===== config.mk =====
export PLATFORM = sky130hd
export DESIGN_NAME = sba_req_fifo
export DESIGN_NICKNAME = d
export VERILOG_FILES = /design/src/hw/sba_pkg.sv /design/src/hw/sba_req_fifo.sv
export VERILOG_INCLUDE_DIRS = /design/src /design/src/hw
export SDC_FILE = /design/constraint.sdc
export NUM_CORES = 1
export LEC_CHECK = 0
export BUFFER_PORTS_ARGS = -buffer_cell sky130_fd_sc_hd__buf_2
export CAP_MARGIN = 25
export CELL_PAD_IN_SITES_DETAIL_PLACEMENT = 0
export CELL_PAD_IN_SITES_GLOBAL_PLACEMENT = 1
export CORE_UTILIZATION = 25
export DETAILED_ROUTE_END_ITERATION = 16
export GPL_TIMING_DRIVEN = 0
export PLACE_DENSITY = 0.57
export SLEW_MARGIN = 20
export SYNTH_ARGS = -nofsm -noshare
export SYNTH_HDL_FRONTEND = slang
export SYNTH_SLANG_ARGS = --single-unit

===== constraint.sdc =====
create_clock -name clk_sys -period 4.68 [get_ports clk_sys]
set_clock_uncertainty 0.15 [all_clocks]
set_input_delay 1.404 -clock clk_sys [delete_from_list [all_inputs] [get_ports clk_sys]]
set_output_delay 1.404 -clock clk_sys [all_outputs]
set_load 0.05 [all_outputs]

===== src/hw/sba_macros.svh =====
//////////////////////////////
// Build-time sizes for the system bus access path.
// Include this in any file that needs a width or depth
// and take the types from the package instead.
//////////////////////////////

`ifndef SBA_MACROS_SVH
`define SBA_MACROS_SVH

// width of the DMI register address
`define SBA_DMI_AW 7

// data word and byte address width
// only 32-bit accesses are served
`define SBA_DW 32

// request buffer depth in entries
`define SBA_FIFO_DEPTH 4

// SRAM size in 32-bit words
// must be a power of two so that the index wraps
`define SBA_MEM_WORDS 256

`endif

===== src/hw/sba_pkg.sv =====
//////////////////////////////
// Shared types for the system bus access path.
// Refer to the names with sba_pkg:: scoping.
//////////////////////////////

`default_nettype none

`include "sba_macros.svh"

package sba_pkg;

   // DMI register address
   typedef logic [`SBA_DMI_AW-1:0] dmi_addr_t;

   // data word or byte address
   typedef logic [`SBA_DW-1:0] sba_word_t;

   // sberror field of SBCS
   typedef logic [2:0] sba_err_t;

   // sberror codes in use
   localparam sba_err_t SBERR_NONE = 3'd0;
   localparam sba_err_t SBERR_SIZE = 3'd4;

   // DMI addresses of the SBA registers
   localparam dmi_addr_t DMI_SBCS    = 7'h38;
   localparam dmi_addr_t DMI_SBADDR0 = 7'h39;
   localparam dmi_addr_t DMI_SBDATA0 = 7'h3C;

   // one word access toward memory
   typedef struct packed {
      // 1 for a write, 0 for a read
      logic      we;
      // byte address, low two bits ignored
      sba_word_t addr;
      // unused for reads
      sba_word_t wdata;
   } sba_req_t;

endpackage

`default_nettype wire


===== src/hw/sba_req_fifo.sv =====
//////////////////////////////
// Request buffer between the SBA register front end
// and the memory port. Lets several requests wait
// while the SRAM stalls. Push is dropped when full
// and pop is ignored when empty.
//////////////////////////////

`default_nettype none

`include "sba_macros.svh"

module sba_req_fifo #(
   parameter int DEPTH = `SBA_FIFO_DEPTH
) (
   input  logic              clk_sys,
   input  logic              rst_i,
   input  logic              push_i,
   input  sba_pkg::sba_req_t req_i,
   output logic              full_o,
   input  logic              pop_i,
   output sba_pkg::sba_req_t head_o,
   output logic              not_empty_o
);

   localparam int PTR_W = (DEPTH > 1) ? $clog2(DEPTH) : 1;
   localparam int CNT_W = $clog2(DEPTH + 1);

   // request storage
   sba_pkg::sba_req_t slots [DEPTH];

   logic [PTR_W-1:0] wr_ptr;
   logic [PTR_W-1:0] rd_ptr;
   // entries held
   logic [CNT_W-1:0] count;

   logic do_push;
   logic do_pop;

   // pointer step with wrap for any depth
   function automatic logic [PTR_W-1:0] ptr_next(input logic [PTR_W-1:0] p);
      if (p == PTR_W'(DEPTH - 1)) begin
         ptr_next = '0;
      end else begin
         ptr_next = p + 1'b1;
      end
   endfunction

   assign full_o      = (count == CNT_W'(DEPTH));
   assign not_empty_o = (count != '0);
   assign head_o      = slots[rd_ptr];

   // guard against misuse from either side
   assign do_push = push_i & ~full_o;
   assign do_pop  = pop_i & not_empty_o;

   always_ff @(posedge clk_sys) begin
      if (rst_i) begin
         wr_ptr <= '0;
         rd_ptr <= '0;
         count  <= '0;
      end else begin
         if (do_push) begin
            wr_ptr <= ptr_next(wr_ptr);
         end
         if (do_pop) begin
            rd_ptr <= ptr_next(rd_ptr);
         end
         // push and pop together leave the count as is
         count <= count + CNT_W'(do_push) - CNT_W'(do_pop);
      end
   end

   // storage write
   always_ff @(posedge clk_sys) begin
      if (do_push) begin
         slots[wr_ptr] <= req_i;
      end
   end

endmodule

`default_nettype wire


==> metrics.md, run 1 <==
| Metric | Value |
|---|---|
| Final HPWL DP | `~13 mm` |
| CTS Sinks | `269` |
| Syn Area/Cell | `25.3 um^2` |
| Flops & latches, synth | `approximately 270` |
| Root Driver | `clkbuf_16` |
| Critical Path Source Type | `register` |
| Unrepaired setup endpoints after global routing | `false` |
| Multi-input logic area | `0.00175 mm^2` |
| Crit. End Element | `output pin` |
| Clk buf depth | `3` |
| Syn Inst Count | `390` |
| GRT overflow | `0` |
| Post-CTS Resized | `0` |
| Share of the synthesized area in the top cell type | `79.1%` |
| Core area | `0.0388 mm^2` |
| PD cells | `slightly above 600 mW/mm^2` |
| Syn Nets | `467` |
| Antenna Violating Nets Remaining | `0` |
| Worst rel slew slack | `41.8%` |
| Final core utilization | `a little under a third` |
| Die area | `0.0403 mm^2` |
| Total setup buffers inserted after CTS | `0` |
| Setup violators final | `0` |
| Final net count | `637` |
| Worst Path Required | `about 3.1 ns` |
| Crit share post-route | `between 80 and 90%` |
| Vias per inst | `between 4 and 5` |
| Port buffer count | `roughly 130` |
| P&R area growth vs syn | `24.3%` |
| Maximum vdd ir drop | `0.307 mV` |
| Slew Viols, Final | `0` |
| Worst-Skew Late Latency | `0.55 ns` |
| Period minus WS final | `4.14 ns` |
| RePlAce Congestion | `0.686` |
| Outcome | `completed` |
| Hold_buf cts | `0` |
| Setup_tns | `0 ns` |
| Largest area contributor in the netlist | `edfxtp_1` |
| Vias in the first global route | `5185` |
| Top FF cell, synth | `edfxtp_1` |
| WL/cell | `17.7 um` |
| Synth unique cells | `26` |
| Worst path arrival time | `2.58 ns` |
| Routed Wire Length | `19.5 mm` |
| Fraction of registers with async set/reset | `0%` |
| Boundary Pins | `136` |
| Post-synth EDFFs | `260` |
| Via count | `4567` |
| Final number of hold-violating endpoints | `0` |
| Worst Tran Pin Value | `0.873 ns` |
| Ys Warns | `0` |
| Initial antenna violation count | `0` |
| Largest net degree at the start of global routing | `37` |
| Fmax | `approximately 240 MHz` |
| CTS tree | `done` |
| Die span in x | `roughly 200 um` |
| GRT Total Usage | `9.71%` |
| Reg clk slew, reported paths | `0.06 ns` |
| Post-Syn Area | `between 0.009 and 0.01 mm^2` |
| Initial Utilization | `between 20 and 30%` |
| Leakage power | `4.08 nW` |
| Drt pass-1 iters | `4` |
| Filler instances | `3729` |
| Die Ht | `201 um` |
| Global-route wire length before repair | `30.1 mm` |
| Starting DRT DRC Count | `173` |
| N_diodes | `0` |
| Share of cells above drive strength 1 | `a little under half` |
| Seq/Total Area, Yosys | `81.0%` |
| Ranking of synthesized cells by area | `edfxtp_1, mux4_2, dfxtp_1` |
| HP Class | `reg -> reg` |
| Num CTS Buffers | `30` |
| Max cap viols | `0` |
| DRC viols | `0` |
| CTS HTree Levels | `1` |
| Rows | `72` |
| Top cells by count, synth | `edfxtp_1, mux4_2, dfxtp_1` |
| Setup CP Type | `reg -> out` |
| Max FO, Critical Path | `10` |
| Register area | `0.00799 mm^2` |
| Cell with the most instances after synthesis | `edfxtp_1` |
[area by class of cell]
cell class	count	share of cell area, %
Multi-Input combinational cell	98	14.3
Inverter	7	0.214
Clock inverter	18	1.52
Sequential cell	269	65.2
Tap cell	518	5.29
Clock buffer	36	6.48
Timing Repair Buffer	138	6.12
Buffer	16	0.929
[layout by cell type, fill, tap and decap left out, drive strengths merged]
cell type	n
and2	2
ha	7
bufinv	3
fa	1
nor3	2
buf	151
mux2i	1
or3b	1
or3	2
o31ai	2
clkinvlp	1
a21o	1
inv	9
nand2	1
clkbuf	39
nor2b	1
mux4	65
and3	4
xor2	1
nand3	2
dfxtp	9
edfxtp	260
a21oi	2
nor2	3
clkinv	12
[per-layer routing]
layer  vias up  share of wire (%)  GRT usage (%)
met3        41                4.6           1.96
li1       2006                  -              -
met1      2410                 40           11.2
met5         -                  0              0
met4         0                2.5           3.46
met2       110                 53           17.7
[worst paths after layout]
kind / to / cells after the start / from / slack, ns
hold reg to reg: register / 2 / rd_ptr[0]$_SDFFE_PP0N_ / 0.34
setup reg to reg: count[2]$_SDFF_PP0_ / 12 / count[1]$_SDFF_PP0_ / 1.99
setup / recovery: head_o[50] / 4 / register / 0.54
hold / removal: register / 2 / rd_ptr[0]$_SDFFE_PP0N_ / 0.34
[logic make-up after synthesis]
logic type      synth area share [%]
xor+xnor                      0.0888
flops                           81.0
simple gates                    1.10
compound gates                 0.381
mux                             14.9
buf+inv                         1.42
fa+ha+maj                       1.09
[metrics by stage]
stage / hold WS (ns) / total power [mW] / worst slack, ns / instances / area [um^2]
6_report: 0.342 / 7.51 / 0.542 / 1100 / 12300
5_1_grt: 0.371 / 7.81 / 0.380 / 1100 / 12300
4_1_cts: 0.343 / 7.64 / 0.401 / 1100 / 12300
3_5_place_dp: 0.335 / 5.31 / 1.02 / 1046 / 11300
3_3_place_gp: 0.337 / 5.25 / 1.03 / 1042 / 11200
2_1_floorplan: 0.313 / 4.74 / 1.62 / 390 / 9860
[worst max-delay path, stage by stage (launching register included)]
cell and delay (ns):
dfxtp_1 0.33, clkbuf_1 0.66, buf_2 0.43, mux4_2 0.37, buf_2 0.23
[flip-flops by register name, indices dropped and copies added, names as in the netlist, named ones only]
signal / cells
slots: 260
rd_ptr: 2
wr_ptr: 2
count: 3
[report_power, final]
part | total [mW] | internal (mW) | switching (mW) | leakage, nW
logic | 2.20 | 0.668 | 1.53 | 1.15
registers | 3.01 | 2.94 | 0.0678 | 2.45
clock network | 2.30 | 1.38 | 0.925 | 0.476
total | 7.51 | 4.99 | 2.52 | 4.08
Note: power is estimated with default switching activity, not from simulation.
==> run 2, diff against run 1 <==
--- a/config.mk
+++ b/config.mk
@@ -14,6 +14,7 @@
 export DETAILED_ROUTE_END_ITERATION = 16
 export GPL_TIMING_DRIVEN = 0
 export PLACE_DENSITY = 0.57
+export RECOVER_POWER = 50
 export SLEW_MARGIN = 20
 export SYNTH_ARGS = -nofsm -noshare
 export SYNTH_HDL_FRONTEND = slang
==> metrics.md, run 2 (synthesized netlist as in run 1, its figures left out) <==
| Metric | Value |
|---|---|
| Outcome | `complete, but fails checks` |
| Failing checks | `capacitance limit, slew limit` |
| Worst Tran Pin Value | `1.78 ns` |
| Period minus WS final | `4.13 ns` |
| Leakage power | `3.90 nW` |
| Routed Wire Length | `19.4 mm` |
| Setup violators final | `0` |
| CTS HTree Levels | `1` |
| Worst setup margin | `0.553 ns` |
| Leading cell type in the layout, fill and taps excluded | `edfxtp_1` |
| RePlAce Congestion | `0.686` |
| Vias per inst | `4.13` |
| Post-CTS Resized | `0` |
| WL/cell | `17.7 um` |
| Most frequent cells in the layout | `edfxtp_1, buf_2, clkbuf_1` |
| Initial antenna violation count | `0` |
| Worst stage delay on the critical path | `0.65 ns` |
| Core area | `0.0388 mm^2` |
| Share of cells above drive strength 1 | `33.5%` |
| Maximum vdd ir drop | `0.311 mV` |
| Total setup buffers inserted after CTS | `0` |
| Final net count | `637` |
| HP Class | `reg -> reg` |
| Worst Path Required | `3.13 ns` |
| Rows | `between 70 and 80` |
| Global-route wire length before repair | `30.1 mm` |
| Slew Viols, Final | `120` |
| Die area | `0.0403 mm^2` |
| Biggest register | `slots` |
| Fmax | `242 MHz` |
| Die Ht | `approximately 200 um` |
| GRT Total Usage | `around 9.7%` |
| Via count | `4540` |
| Critical Path Source Type | `register` |
| Clk buf depth | `3` |
| N_diodes | `0` |
| Crit share post-route | `88.2%` |
| Port buffer count | `134` |
| Boundary Pins | `between 100 and 150` |
| DRC viols | `0` |
| Starting DRT DRC Count | `171` |
| Setup_tns | `0 ns` |
| Worst rel slew slack | `-18.7%` |
| PD cells | `617 mW/mm^2` |
| P&R area growth vs syn | `23.2%` |
| Vias in the first global route | `5185` |
| Max FO, Critical Path | `10` |
| CTS Sinks | `about 270` |
| Largest net degree at the start of global routing | `37` |
| Setup CP Type | `reg -> out` |
| Unrepaired setup endpoints after global routing | `false` |
| Most frequent CP cell | `buf_2` |
| CP max stage cell | `clkbuf_1` |
| Worst path arrival time | `2.57 ns` |
| Num CTS Buffers | `30` |
| Hold_buf cts | `0` |
| Worst-Skew Late Latency | `0.55 ns` |
| Final number of hold-violating endpoints | `0` |
| GRT overflow | `0` |
| Max FFs per register | `260` |
| Hold_ws | `around 0.34 ns` |
| CTS tree | `done` |
| Drt pass-1 iters | `4` |
| Crit. End Element | `output pin` |
| Final HPWL DP | `about 13 mm` |
| Critical path, cell by cell | `clkbuf_1 -> buf_2 -> mux4_2 -> buf_2` |
| Initial Utilization | `25.4%` |
| Root Driver | `clkbuf_16` |
| Reg clk slew, reported paths | `0.06 ns` |
| Max cap viols | `4` |
| Die span in x | `201 um` |
| Antenna Violating Nets Remaining | `0` |
| Regs by FF count | `slots (260), count (3)` |
| Dpl ws | `1.02 ns` |
## run 2: changes by cell type in the layout (fill, tap and decap cells not counted)
cell and change:
clkbuf_1 +66, and3_4 -4, and3_1 +4, buf_2 -66
o31ai_2 -1, o31ai_1 +1
## run 2: worst paths after layout
check                          from                      to  slack (ns)  cells after the start
max                        register              head_o[50]        0.55                      4
min          rd_ptr[0]$_SDFFE_PP0N_                register        0.34                      2
max reg2reg     count[1]$_SDFF_PP0_  slots[0][22]$_DFFE_PP_        1.73                      4
min reg2reg  rd_ptr[0]$_SDFFE_PP0N_                register        0.34                      2
## run 2: power breakdown
group | total (mW) | switching [mW] | internal (mW)
logic | 2.18 | 1.53 | 0.655
registers | 3.02 | 0.0680 | 2.95
clock network | 2.30 | 0.923 | 1.38
## run 2: final cells by class
class | instances | area (um^2)
multi-input combinational | 98 | 1730
inverter | 7 | 26.3
buffer | 16 | 114
timing repair buffer | 138 | 668
clock buffer | 36 | 795
tap | 518 | 648
sequential | 269 | 7990
fill | 3767 | 26700
clock inverter | 18 | 186
## run 2: critical path: cells and delay by family, from the launching register on
kind | cells | cell delay, ns
mux | 1 | 0.37
buf+inv | 3 | 1.31
flops | 1 | 0.33
## run 2: stage by stage
stage	cells	utilization, %	instance area (um^2)	power (mW)
floorplan	390	-	9860	4.74
global placement	1042	28.8	11200	5.25
detailed placement	1046	29.0	11300	5.31
CTS	1100	31.6	12300	7.64
global route	1100	31.3	12200	7.81
finish	1100	31.3	12200	7.50
## run 2: routing by layer
metal / vias to the layer above / GRT usage [%] / share of wire (%)
met3: 40 / 1.96 / 4.7
met5: - / 0 / 0
met4: 0 / 3.46 / 2.5
met1: 2390 / 11.2 / 40
li1: 1997 / - / -
met2: 113 / 17.7 / 53
