[src/hw/sba_macros.svh]
//////////////////////////////
// Build-time sizes for the system bus access path.
// Include this in any file that needs a width or depth
// and take the types from the package instead.
//////////////////////////////

`ifndef SBA_MACROS_SVH
`define SBA_MACROS_SVH

// width of the DMI register address
`define SBA_DMI_AW 7

// data word and byte address width
// only 32-bit accesses are served
`define SBA_DW 32

// request buffer depth in entries
`define SBA_FIFO_DEPTH 4

// SRAM size in 32-bit words
// must be a power of two so that the index wraps
`define SBA_MEM_WORDS 256

`endif
[src/hw/sba_pkg.sv]
//////////////////////////////
// Shared types for the system bus access path.
// Refer to the names with sba_pkg:: scoping.
//////////////////////////////

`default_nettype none

`include "sba_macros.svh"

package sba_pkg;

   // DMI register address
   typedef logic [`SBA_DMI_AW-1:0] dmi_addr_t;

   // data word or byte address
   typedef logic [`SBA_DW-1:0] sba_word_t;

   // sberror field of SBCS
   typedef logic [2:0] sba_err_t;

   // sberror codes in use
   localparam sba_err_t SBERR_NONE = 3'd0;
   localparam sba_err_t SBERR_SIZE = 3'd4;

   // DMI addresses of the SBA registers
   localparam dmi_addr_t DMI_SBCS    = 7'h38;
   localparam dmi_addr_t DMI_SBADDR0 = 7'h39;
   localparam dmi_addr_t DMI_SBDATA0 = 7'h3C;

   // one word access toward memory
   typedef struct packed {
      // 1 for a write, 0 for a read
      logic      we;
      // byte address, low two bits ignored
      sba_word_t addr;
      // unused for reads
      sba_word_t wdata;
   } sba_req_t;

endpackage

`default_nettype wire

[src/hw/dmi_sba_regs.sv]
//////////////////////////////
// DMI-facing SBA registers of the debug module.
// Holds SBCS, SBAddress0 and SBData0, turns DMI
// accesses into word requests for the buffer and
// tracks sbbusy, sbbusyerror and sberror.
// DMI reads return data in the next cycle.
//////////////////////////////

`default_nettype none

`include "sba_macros.svh"

module dmi_sba_regs (
   input  logic               clk_sys,
   input  logic               rst_i,
   input  logic               dmi_req_i,
   input  logic               dmi_we_i,
   input  sba_pkg::dmi_addr_t dmi_addr_i,
   input  sba_pkg::sba_word_t dmi_wdata_i,
   output sba_pkg::sba_word_t dmi_rdata_o,
   output logic               push_o,
   output sba_pkg::sba_req_t  req_o,
   input  logic               full_i,
   input  logic               done_i,
   input  sba_pkg::sba_word_t rdata_i
);

   localparam int DEPTH = `SBA_FIFO_DEPTH;
   // buffer entries plus the access in the memory port
   localparam int MAX_OUT = DEPTH + 1;
   localparam int CNT_W = $clog2(MAX_OUT + 1);

   // SBCS bit positions
   localparam int B_BUSYERR = 22;
   localparam int B_BUSY    = 21;
   localparam int B_RDONADR = 20;
   localparam int B_ACC_LO  = 17;
   localparam int B_AUTOINC = 16;
   localparam int B_RDONDAT = 15;
   localparam int B_ERR_LO  = 12;

   // SBCS fields
   logic              sbbusyerror;
   logic              sbbusy;
   logic              sbreadonaddr;
   logic [2:0]        sbaccess;
   logic              sbautoincrement;
   logic              sbreadondata;
   sba_pkg::sba_err_t sberror;

   sba_pkg::sba_word_t sbaddress0;
   sba_pkg::sba_word_t sbdata0;
   sba_pkg::sba_word_t sbcs_rd;

   // requests issued and not yet done
   logic [CNT_W-1:0] out_cnt;
   // read marker per outstanding request, bit 0 oldest
   logic [MAX_OUT-1:0] rd_flag;
   logic [MAX_OUT-1:0] rd_flag_n;
   logic [CNT_W-1:0]   slot;

   // decoded DMI accesses
   logic wr_sbcs;
   logic wr_addr;
   logic wr_data;
   logic rd_data;

   // request that the access asks for
   logic               want_req;
   logic               want_read;
   sba_pkg::sba_word_t want_addr;
   logic               size_ok;
   logic               fifo_blocked;
   logic               issue;

   assign wr_sbcs = dmi_req_i & dmi_we_i & (dmi_addr_i == sba_pkg::DMI_SBCS);
   assign wr_addr = dmi_req_i & dmi_we_i & (dmi_addr_i == sba_pkg::DMI_SBADDR0);
   assign wr_data = dmi_req_i & dmi_we_i & (dmi_addr_i == sba_pkg::DMI_SBDATA0);
   assign rd_data = dmi_req_i & ~dmi_we_i & (dmi_addr_i == sba_pkg::DMI_SBDATA0);

   // read on new address or after SBData0 is read out
   assign want_read = (wr_addr & sbreadonaddr) | (rd_data & sbreadondata);
   assign want_req  = wr_data | want_read;
   // a read on address uses the address being written
   assign want_addr = wr_addr ? dmi_wdata_i : sbaddress0;

   // only 32-bit accesses
   assign size_ok = (sbaccess == 3'd2);

   // full_i lags the push still in flight by one cycle
   // so the outstanding count covers that push
   assign fifo_blocked = full_i | (push_o & (out_cnt >= CNT_W'(DEPTH)));
   assign issue = want_req & size_ok & ~fifo_blocked;

   assign sbbusy = (out_cnt != '0);

   // new request goes behind the ones still pending
   assign slot = out_cnt - CNT_W'(done_i);

   always_comb begin
      rd_flag_n = rd_flag;
      if (done_i) begin
         rd_flag_n = rd_flag >> 1;
      end
      if (issue) begin
         rd_flag_n[slot] = want_read;
      end
   end

   // SBCS as seen on DMI
   // version, sbasize and size bits read as zero
   always_comb begin
      sbcs_rd = '0;
      sbcs_rd[B_BUSYERR] = sbbusyerror;
      sbcs_rd[B_BUSY] = sbbusy;
      sbcs_rd[B_RDONADR] = sbreadonaddr;
      sbcs_rd[B_ACC_LO+2:B_ACC_LO] = sbaccess;
      sbcs_rd[B_AUTOINC] = sbautoincrement;
      sbcs_rd[B_RDONDAT] = sbreadondata;
      sbcs_rd[B_ERR_LO+2:B_ERR_LO] = sberror;
   end

   always_ff @(posedge clk_sys) begin
      if (rst_i) begin
         push_o          <= 1'b0;
         out_cnt         <= '0;
         rd_flag         <= '0;
         sbbusyerror     <= 1'b0;
         sbreadonaddr    <= 1'b0;
         sbaccess        <= 3'd0;
         sbautoincrement <= 1'b0;
         sbreadondata    <= 1'b0;
         sberror         <= sba_pkg::SBERR_NONE;
         sbaddress0      <= '0;
         sbdata0         <= '0;
      end else begin
         push_o  <= issue;
         // busy rises on the issuing edge
         out_cnt <= out_cnt + CNT_W'(issue) - CNT_W'(done_i);
         rd_flag <= rd_flag_n;

         if (wr_sbcs) begin
            sbreadonaddr    <= dmi_wdata_i[B_RDONADR];
            sbaccess        <= dmi_wdata_i[B_ACC_LO+2:B_ACC_LO];
            sbautoincrement <= dmi_wdata_i[B_AUTOINC];
            sbreadondata    <= dmi_wdata_i[B_RDONDAT];
            // write 1 to clear
            if (dmi_wdata_i[B_BUSYERR]) begin
               sbbusyerror <= 1'b0;
            end
            // all ones clears the error code
            if (dmi_wdata_i[B_ERR_LO+2:B_ERR_LO] == 3'b111) begin
               sberror <= sba_pkg::SBERR_NONE;
            end
         end

         // refused requests are lost
         if (want_req & ~size_ok) begin
            sberror <= sba_pkg::SBERR_SIZE;
         end else if (want_req & fifo_blocked) begin
            sbbusyerror <= 1'b1;
         end

         if (wr_addr) begin
            sbaddress0 <= dmi_wdata_i;
         end
         // next word after each issued request
         if (issue & sbautoincrement) begin
            sbaddress0 <= want_addr + 32'd4;
         end

         // completed read lands in SBData0
         if (done_i & rd_flag[0]) begin
            sbdata0 <= rdata_i;
         end
         // host write wins over returning data
         if (wr_data) begin
            sbdata0 <= dmi_wdata_i;
         end
      end
   end

   // request payload
   always_ff @(posedge clk_sys) begin
      if (issue) begin
         req_o.we    <= wr_data;
         req_o.addr  <= want_addr;
         req_o.wdata <= dmi_wdata_i;
      end
   end

   // DMI read data, old SBData0 goes out before a read on data
   always_ff @(posedge clk_sys) begin
      if (dmi_req_i & ~dmi_we_i) begin
         case (dmi_addr_i)
            sba_pkg::DMI_SBCS:    dmi_rdata_o <= sbcs_rd;
            sba_pkg::DMI_SBADDR0: dmi_rdata_o <= sbaddress0;
            sba_pkg::DMI_SBDATA0: dmi_rdata_o <= sbdata0;
            default:              dmi_rdata_o <= '0;
         endcase
      end
   end

endmodule

`default_nettype wire

[config.mk]
export PLATFORM = sky130hd
export DESIGN_NAME = dmi_sba_regs
export DESIGN_NICKNAME = d
export VERILOG_FILES = /design/src/hw/sba_pkg.sv /design/src/hw/dmi_sba_regs.sv
export VERILOG_INCLUDE_DIRS = /design/src /design/src/hw
export SDC_FILE = /design/constraint.sdc
export NUM_CORES = 1
export LEC_CHECK = 0
export ABC_AREA = 1
export BUFFER_PORTS_ARGS = -buffer_cell sky130_fd_sc_hd__buf_4
export CAP_MARGIN = 20
export CELL_PAD_IN_SITES_DETAIL_PLACEMENT = 2
export CELL_PAD_IN_SITES_GLOBAL_PLACEMENT = 2
export CORE_ASPECT_RATIO = 0.9
export CORE_MARGIN = 2
export CORE_UTILIZATION = 32
export DETAILED_ROUTE_END_ITERATION = 8
export GPL_ROUTABILITY_DRIVEN = 1
export PLACE_DENSITY_LB_ADDON = 0.1
export SLEW_MARGIN = 0
export SYNTH_ARGS = -nofsm -noshare
export SYNTH_HDL_FRONTEND = slang
export SYNTH_SLANG_ARGS = --single-unit
[constraint.sdc]
create_clock -name clk_sys -period 5.45 [get_ports clk_sys]
set_input_delay 1.09 -clock clk_sys [delete_from_list [all_inputs] [get_ports clk_sys]]
set_output_delay 1.09 -clock clk_sys [all_outputs]
set_load 0.1 [all_outputs]
==> results.py, run 1 <==
metrics = {
    "setup_path": {
        "setup.worst_path.start_class": "primary input",
        "worst_r2r_path_depth": 6,
        "timing.critical_path.slowest_cell_delay_ns": 0.56,
        "path_common_cell": "sky130_fd_sc_hd__nand2_1",
        "worstPathRequired_ns": 5.82,
        "crit_path_top_delay_cell": "sky130_fd_sc_hd__nand3_4",
        "cp_cell_sequence": "buf_4 > inv_1 > nand2_2 > nor2_4 > nand3_4 > nand2_1 > o21ai_2 > inv_1 > ha_1 > nand2_1 > nor2_4 > nand3_2 > nor2_1 > nand2_1 > nand2_1 > nand2_1 > nor2_1",
        "r2r-start": "sbaccess[1]$_SDFFE_PP0P_",
        "worst-setup-path-type": "in2reg",
        "reg_to_reg_endpoint": "req_o[43]$_DFFE_PP_",
        "critPathCaptureType": "flop",
        "worst-r2r-setup-slack_ns": 2.64,
        "worstPathArrival_ns": 4.09,
        "cp_max_fo": 44,
    },
    "clock_network": {
        "clk_pin_slew_worst_paths_ns": 0.08,
        "post-cts-setup-buffer-count": 0,
        "clock_insertion_delay_worst_skew_ns": 0.44,
        "clock-sinks": 178,
        "cts_tree": "built",
        "numCtsBuffers": 17,
        "ctsLongestPathBuffers": 2,
        "post_cts_resize_count": 0,
        "clock_tree.htree_level_count": 4,
        "ctsHoldBuffers": 0,
        "ctsRootBufferMaster": "sky130_fd_sc_hd__clkbuf_16",
    },
    "final_layout": {
        "layout.area.seq_sq_um": 4530,
        "area_growth_syn_to_layout_pct": 27.4,
        "post-route-util_pct": 41.2,
        "multiInputGateArea_sq_um": 2900,
        "layout-drive-gt1-share_pct": 24.4,
        "layout.cell_area.non_filler_sq_um": 10300,
        "number_of_diodes": 0,
        "nFillCells": 2816,
        "final_net_count": 1158,
    },
    "logic_synthesis": {
        "synth_area_sq_um": 8070,
        "ys.flop_type": "sky130_fd_sc_hd__edfxtp_1",
        "yosysSeqAreaShare_pct": 56.2,
        "per_instance_average_area_after_synthesis_sq_um": 8.80,
        "postSynth.asyncResetShare_pct": 0,
        "syn_nets": 999,
        "yosys_register_bits": 178,
        "yosys_warn_count": 0,
        "synth_enable_flop_cells": 97,
        "number_of_distinct_standard_cells_referenced_by_the_synthesized_netlist": 40,
        "syn_inst": 917,
    },
    "pwr": {
        "leakagePower_nw": 4.13,
        "clkPwrFrac_pct": 43.8,
        "pwr_density_cell_nw_per_um2": 283,
        "total_switching_power_mw": 0.758,
        "power.share.sequential_pct": 49.1,
        "internal_power_component_mw": 2.15,
        "power_switching_share_pct": 26.1,
        "total_power_mw": 2.91,
        "vdd_ir_drop_max_mv": 0.202,
        "combinationalPowerShare_pct": 7.1,
    },
    "min_path": {
        "worst_hold_path.endpoint": "sbbusyerror$_SDFF_PP0_",
        "holdCritPathClass": "reg2reg",
        "min_delay_path_depth": 2,
        "worst_hold_startpoint": "sbbusyerror$_SDFF_PP0_",
    },
    "die": {
        "start_util_pct": 32.3,
        "floorplan.io_pins": 175,
        "die_area_sq_um": 26500,
        "core_area_sq_um": 25000,
        "die_y_um": 155,
        "chipWidth_um": 171,
        "placement_rows": 55,
    },
    "routing": {
        "routedWlPerCell_um": 20.9,
        "dr_total_vias": 7224,
        "first_iter_violations": 342,
        "routed_via_density": 5.05,
        "route.final.wire_length_mm": 29.9,
        "antenna_left": 0,
        "drc": 0,
        "drtPass1Iterations": 5,
    },
    "global_routing": {
        "grt-ovfl-total": 0,
        "first_global_vias": 7645,
        "maximum_number_of_pins_on_one_net_before_global_route_repair": 49,
        "track_usage_pct": 23.1,
        "number_of_antenna_violations_at_the_first_check_in_global_routing": 0,
        "grt_pass1_wl_mm": 46.1,
    },
    "sta": {
        "period_share_pct": 68.4,
        "maxClockFrequency_mhz": 268,
        "finClkSkew_ns": 0.0140,
        "finalCriticalPeriod_ns": 3.73,
        "slew_headroom_pct": 27.0,
        "grt_setup_unrepaired": "false",
        "whs_ns": 0.478,
        "hold_viol_final": 0,
        "finalSetupTns_ns": 0,
        "timing.final.max_slew_violations": 0,
        "worst-slew-pin-transition_ns": 1.09,
        "setup_viol": 0,
    },
    "run_status": {
        "status": "finished, final reports clean",
    },
    "job": {
        "drv.max_cap_violation_count": 0,
    },
    "placed_design": {
        "numPortBuffers": 174,
        "dpl_cell_area_sq_um": 9680,
        "dp_hpwl_mm": 21.5,
        "place_congestion": 0.777,
    },
}
layout make-up:
class	count	area share (%)
well taps	342	4.16
clock inverters	14	1.59
inverters	115	4.20
repair buffers	184	13.4
flip-flops and latches	178	44.1
multi-input cells	580	28.2
clock buffers	18	4.27
registers in the layout (all words and copies together) (netlist names), 3 cells and up:
register	cells
dmi_rdata_o	32
out_cnt	3
rd_flag	5
req_o	65
sbaccess	3
sbaddress0	32
sbdata0	32
logic make-up after synthesis:
logic type,Yosys count,synth area share [%]
AO/OA/AOI/OAI,152,10.7
XOR/XNOR,2,0.217
adder cells (fa/ha/maj),5,0.868
buffers and inverters,159,7.91
flip-flops,178,56.2
AND/OR/NAND/NOR,421,24.1
worst max-delay path by stage:
| stage | from | end | slack [ns] | cells after the start |
|---|---|---|---|---|
| 6_report | dmi_addr_i[2] | sbaddress0[30]$_SDFF_PP0_ | 1.72 | 17 |
| 2_1_floorplan | dmi_addr_i[1] | out_cnt[2]$_SDFF_PP0_ | 1.11 | 15 |
| 4_1_cts | dmi_addr_i[2] | sbaddress0[30]$_SDFF_PP0_ | 1.70 | 17 |
| 3_5_place_dp | dmi_addr_i[5] | sbaddress0[30]$_SDFF_PP0_ | 1.36 | 16 |
| 3_3_place_gp | dmi_addr_i[5] | sbaddress0[22]$_SDFF_PP0_ | 1.52 | 16 |
| 5_1_grt | dmi_addr_i[5] | sbaddress0[30]$_SDFF_PP0_ | 1.40 | 16 |
metal layers:
metal | GRT usage [%] | up-vias | part of all wire [%]
met5 | 0 | - | 0
met4 | 5.00 | 0 | 1.1
met3 | 3.48 | 23 | 3.6
met2 | 38.0 | 162 | 47
met1 | 32.3 | 3633 | 48
li1 | - | 3406 | -
critical path: cells and delay by family:
| kind | cells | cell delay [ns] |
|---|---|---|
| and+or+nand+nor | 12 | 2.41 |
| adders and majority gates | 1 | 0.17 |
| buffers and inverters | 3 | 0.28 |
| AOI/OAI and AO/OA | 1 | 0.13 |
cells in the final DEF, fill, tap and decap left out, drive strengths merged:
cell type,synthesis,layout
fa,1,1
nor3b,1,1
nand2,202,202
ha,4,4
xor2,1,1
a31oi,21,21
a21oi,42,42
buf,15,184
clkinv,0,5
nand3b,1,1
o22ai,6,6
bufinv,0,1
nand3,96,96
nor3,12,12
o31ai,1,1
dfxtp,81,81
nor2,84,84
a211oi,4,4
nand4,24,24
clkinvlp,0,1
o21a,1,1
inv,115,122
o221ai,8,8
xnor2,1,1
nor4,1,1
o21ai,69,69
clkbuf,29,18
edfxtp,97,97
stage by stage:
stage                     instances  setup WS [ns]
after floorplan                 917           1.11
after global placement         1399           1.52
after detailed placement       1399           1.36
after CTS                      1431           1.70
after global routing           1431           1.40
final                          1431           1.72
power groups by stage:
| stage | combinational [mW] | sequential, mW | clock (mW) |
|---|---|---|---|
| after global placement | 0.206 | 1.46 | 0 |
| after detailed placement | 0.208 | 1.46 | 0 |
| final | 0.207 | 1.43 | 1.27 |
| after global routing | 0.223 | 1.43 | 1.35 |
| after floorplan | 0.0611 | 1.51 | 0 |
| after CTS | 0.210 | 1.43 | 1.30 |
cells in the mapped netlist, types with 2 or more instances:
library cell	n	share of area, %
sky130_fd_sc_hd__a211oi_1	4	0.37
sky130_fd_sc_hd__a21oi_1	41	2.5
sky130_fd_sc_hd__a31oi_1	21	1.6
sky130_fd_sc_hd__buf_1	4	0.19
sky130_fd_sc_hd__buf_2	6	0.37
sky130_fd_sc_hd__buf_6	4	0.56
sky130_fd_sc_hd__clkbuf_1	29	1.3
sky130_fd_sc_hd__dfxtp_1	81	20
sky130_fd_sc_hd__edfxtp_1	97	36
sky130_fd_sc_hd__ha_1	4	0.62
sky130_fd_sc_hd__inv_1	111	5.2
sky130_fd_sc_hd__inv_2	4	0.19
sky130_fd_sc_hd__nand2_1	191	8.9
sky130_fd_sc_hd__nand2_2	10	0.78
sky130_fd_sc_hd__nand3_1	92	5.7
sky130_fd_sc_hd__nand3_2	2	0.25
sky130_fd_sc_hd__nand3_4	2	0.43
sky130_fd_sc_hd__nand4_1	23	1.8
sky130_fd_sc_hd__nor2_1	65	3.0
sky130_fd_sc_hd__nor2_2	13	1.0
sky130_fd_sc_hd__nor2_4	6	0.84
sky130_fd_sc_hd__nor3_1	10	0.62
sky130_fd_sc_hd__nor3_2	2	0.25
sky130_fd_sc_hd__o21ai_0	60	3.7
sky130_fd_sc_hd__o21ai_1	4	0.25
sky130_fd_sc_hd__o21ai_2	5	0.54
sky130_fd_sc_hd__o221ai_1	8	0.87
sky130_fd_sc_hd__o22ai_1	6	0.47
No activity file was read; power rests on OpenSTA's default activity.
==> run 2: changes to the inputs <==
- CORE_UTILIZATION: 32 -> 29
- clock period: 5.45 -> 3.4 ns (I/O delays scaled with it)
==> results.py, run 2 (synthesis results as in run 1) <==
metrics = {
    "global_routing": {
        "first_global_vias": 7724,
        "use_met3_pct": 4.15,
        "grt_busiest_layer": "met2",
        "track_usage_pct": 21.3,
        "met2_usage_pct": 34.4,
        "grt-ovfl-total": 0,
        "met1_usage_pct": 29.5,
        "grt_pass1_wl_mm": 47.1,
        "number_of_antenna_violations_at_the_first_check_in_global_routing": 0,
        "maximum_number_of_pins_on_one_net_before_global_route_repair": 66,
    },
    "min_path": {
        "holdCritPathClass": "in2reg",
    },
    "sta": {
        "finClkSkew_ns": 0.0168,
        "whs_ns": 0.415,
        "finalCriticalPeriod_ns": 2.81,
        "slew_headroom_pct": 60.2,
        "worst-slew-pin-transition_ns": 0.595,
        "grt_setup_unrepaired": "false",
        "finalSetupTns_ns": 0,
        "timing.final.max_slew_violations": 0,
        "period_share_pct": 82.6,
        "hold_viol_final": 0,
        "maxClockFrequency_mhz": 356,
        "setup_viol": 0,
    },
    "setup_path": {
        "cp_max_fo": 19,
        "setup.worst_path.start_class": "primary input",
        "crit_path_top_delay_cell": "sky130_fd_sc_hd__nand3_4",
        "timing.critical_path.slowest_cell_delay_ns": 0.33,
        "critPathCaptureType": "flop",
        "cp_cell_sequence": "buf_4 > nand2_1 > inv_2 > nand3_4 > nand2_1 > o21ai_2 > inv_1 > ha_1 > nand2_1 > nor2_4 > nand3_2 > nor2_1 > nand2_1 > nand2_1 > nand2_1 > nor2_1",
        "worst-setup-path-type": "in2reg",
        "path_common_cell": "sky130_fd_sc_hd__nand2_1",
        "worstPathRequired_ns": 3.77,
        "worstPathArrival_ns": 3.18,
    },
    "placed_design": {
        "dpl_cell_area_sq_um": 9820,
        "numPortBuffers": 174,
        "place_congestion": 0.817,
        "dp_hpwl_mm": 22.3,
    },
    "die": {
        "placement_rows": 57,
        "die_y_um": 162,
        "chipWidth_um": 180,
        "start_util_pct": 29.7,
        "die_area_sq_um": 29200,
        "core_area_sq_um": 27200,
        "floorplan.io_pins": 175,
    },
    "pwr": {
        "leakagePower_nw": 4.18,
        "vdd_ir_drop_max_mv": 0.218,
        "total_power_mw": 4.65,
        "pwr_density_cell_nw_per_um2": 446,
    },
    "clock_network": {
        "numCtsBuffers": 17,
        "clock_tree.htree_level_count": 4,
        "clock_insertion_delay_worst_skew_ns": 0.44,
        "ctsLongestPathBuffers": 2,
        "ctsRootBufferMaster": "sky130_fd_sc_hd__clkbuf_16",
        "ctsHoldBuffers": 0,
        "clk_pin_slew_worst_paths_ns": 0.09,
        "clock-sinks": 178,
        "post_cts_resize_count": 0,
        "post-cts-setup-buffer-count": 0,
        "cts_tree": "built",
    },
    "final_layout": {
        "most_common_cell_after_layout_fill_and_taps_aside": "sky130_fd_sc_hd__buf_4",
        "layout-drive-gt1-share_pct": 25.3,
        "largest_register": "req_o",
        "layout.cells.most_common_list": "sky130_fd_sc_hd__buf_4 (198), sky130_fd_sc_hd__nand2_1 (191), sky130_fd_sc_hd__inv_1 (110)",
        "nFillCells": 3038,
        "largest_register_ffs": 65,
        "layout.cell_area.non_filler_sq_um": 10400,
        "final_net_count": 1173,
        "area_growth_syn_to_layout_pct": 29.1,
        "number_of_diodes": 0,
    },
    "job": {
        "drv.max_cap_violation_count": 0,
    },
    "routing": {
        "antenna_left": 0,
        "routed_via_density": 4.96,
        "dr_total_vias": 7235,
        "routedWlPerCell_um": 20.9,
        "drc": 0,
        "drtPass1Iterations": 5,
        "first_iter_violations": 397,
        "route.final.wire_length_mm": 30.4,
    },
    "run_status": {
        "status": "finished, final reports clean",
    },
}
[run 2: changes by cell type in the layout (fill, tap and decap cells not counted)]
| cell | previous run | this run |
|---|---|---|
| sky130_fd_sc_hd__clkbuf_1 | 0 | 1 |
| sky130_fd_sc_hd__inv_8 | 4 | 3 |
| sky130_fd_sc_hd__clkinv_2 | 1 | 0 |
| sky130_fd_sc_hd__buf_12 | 0 | 1 |
| sky130_fd_sc_hd__inv_1 | 109 | 110 |
| sky130_fd_sc_hd__clkinv_4 | 2 | 4 |
| sky130_fd_sc_hd__clkbuf_8 | 1 | 0 |
| sky130_fd_sc_hd__clkinvlp_4 | 1 | 2 |
| sky130_fd_sc_hd__buf_4 | 184 | 198 |
| sky130_fd_sc_hd__inv_2 | 6 | 4 |
[run 2: cell type report]
| class | count | area, sq um | area share (%) |
|---|---|---|---|
| clock inverter | 14 | 165 | 1.59 |
| sequential | 178 | 4530 | 43.5 |
| tap | 354 | 443 | 4.25 |
| inverter | 115 | 435 | 4.18 |
| clock buffer | 18 | 429 | 4.12 |
| timing repair buffer | 199 | 1510 | 14.5 |
| multi-input combinational | 580 | 2900 | 27.9 |
[run 2: report_power, final]
group	internal, mW	switching (mW)
logic	0.106	0.233
clock network	1.05	0.974
registers	2.27	0.0134
total	3.43	1.22
[run 2: metal layers]
metal	wire [um]	vias to the layer above
li1	-	3438
met3	1340	24
met4	355	0
met2	14000	191
met5	0	-
met1	14700	3582
[run 2: critical path, delay by kind of cell]
| family | cells | cell delay [ns] |
|---|---|---|
| compound gates | 1 | 0.11 |
| fa+ha+maj | 1 | 0.17 |
| buf+inv | 3 | 0.46 |
| simple gates | 11 | 1.74 |
[run 2: worst paths after layout]
| kind | from | end | slack, ns | cells past startpoint |
|---|---|---|---|---|
| worst max-delay path | dmi_req_i | sbaddress0[30]$_SDFF_PP0_ | 0.59 | 16 |
| worst min-delay path | dmi_wdata_i[29] | req_o[29]$_DFFE_PP_ | 0.41 | 1 |
| worst max register to register | out_cnt[2]$_SDFF_PP0_ | sbaddress0[30]$_SDFF_PP0_ | 1.07 | 9 |
| worst min register to register | rd_flag[4]$_SDFF_PP0_ | rd_flag[4]$_SDFF_PP0_ | 0.47 | 2 |
[run 2: stage by stage]
| step | util, % | instances | setup WS (ns) |
|---|---|---|---|
| after floorplan | - | 917 | 0.0768 |
| after global placement | 36.1 | 1426 | 0.267 |
| after detailed placement | 36.1 | 1426 | 0.181 |
| after CTS | 38.3 | 1458 | 0.564 |
| after global routing | 38.3 | 1458 | 0.342 |
| final | 38.3 | 1458 | 0.591 |
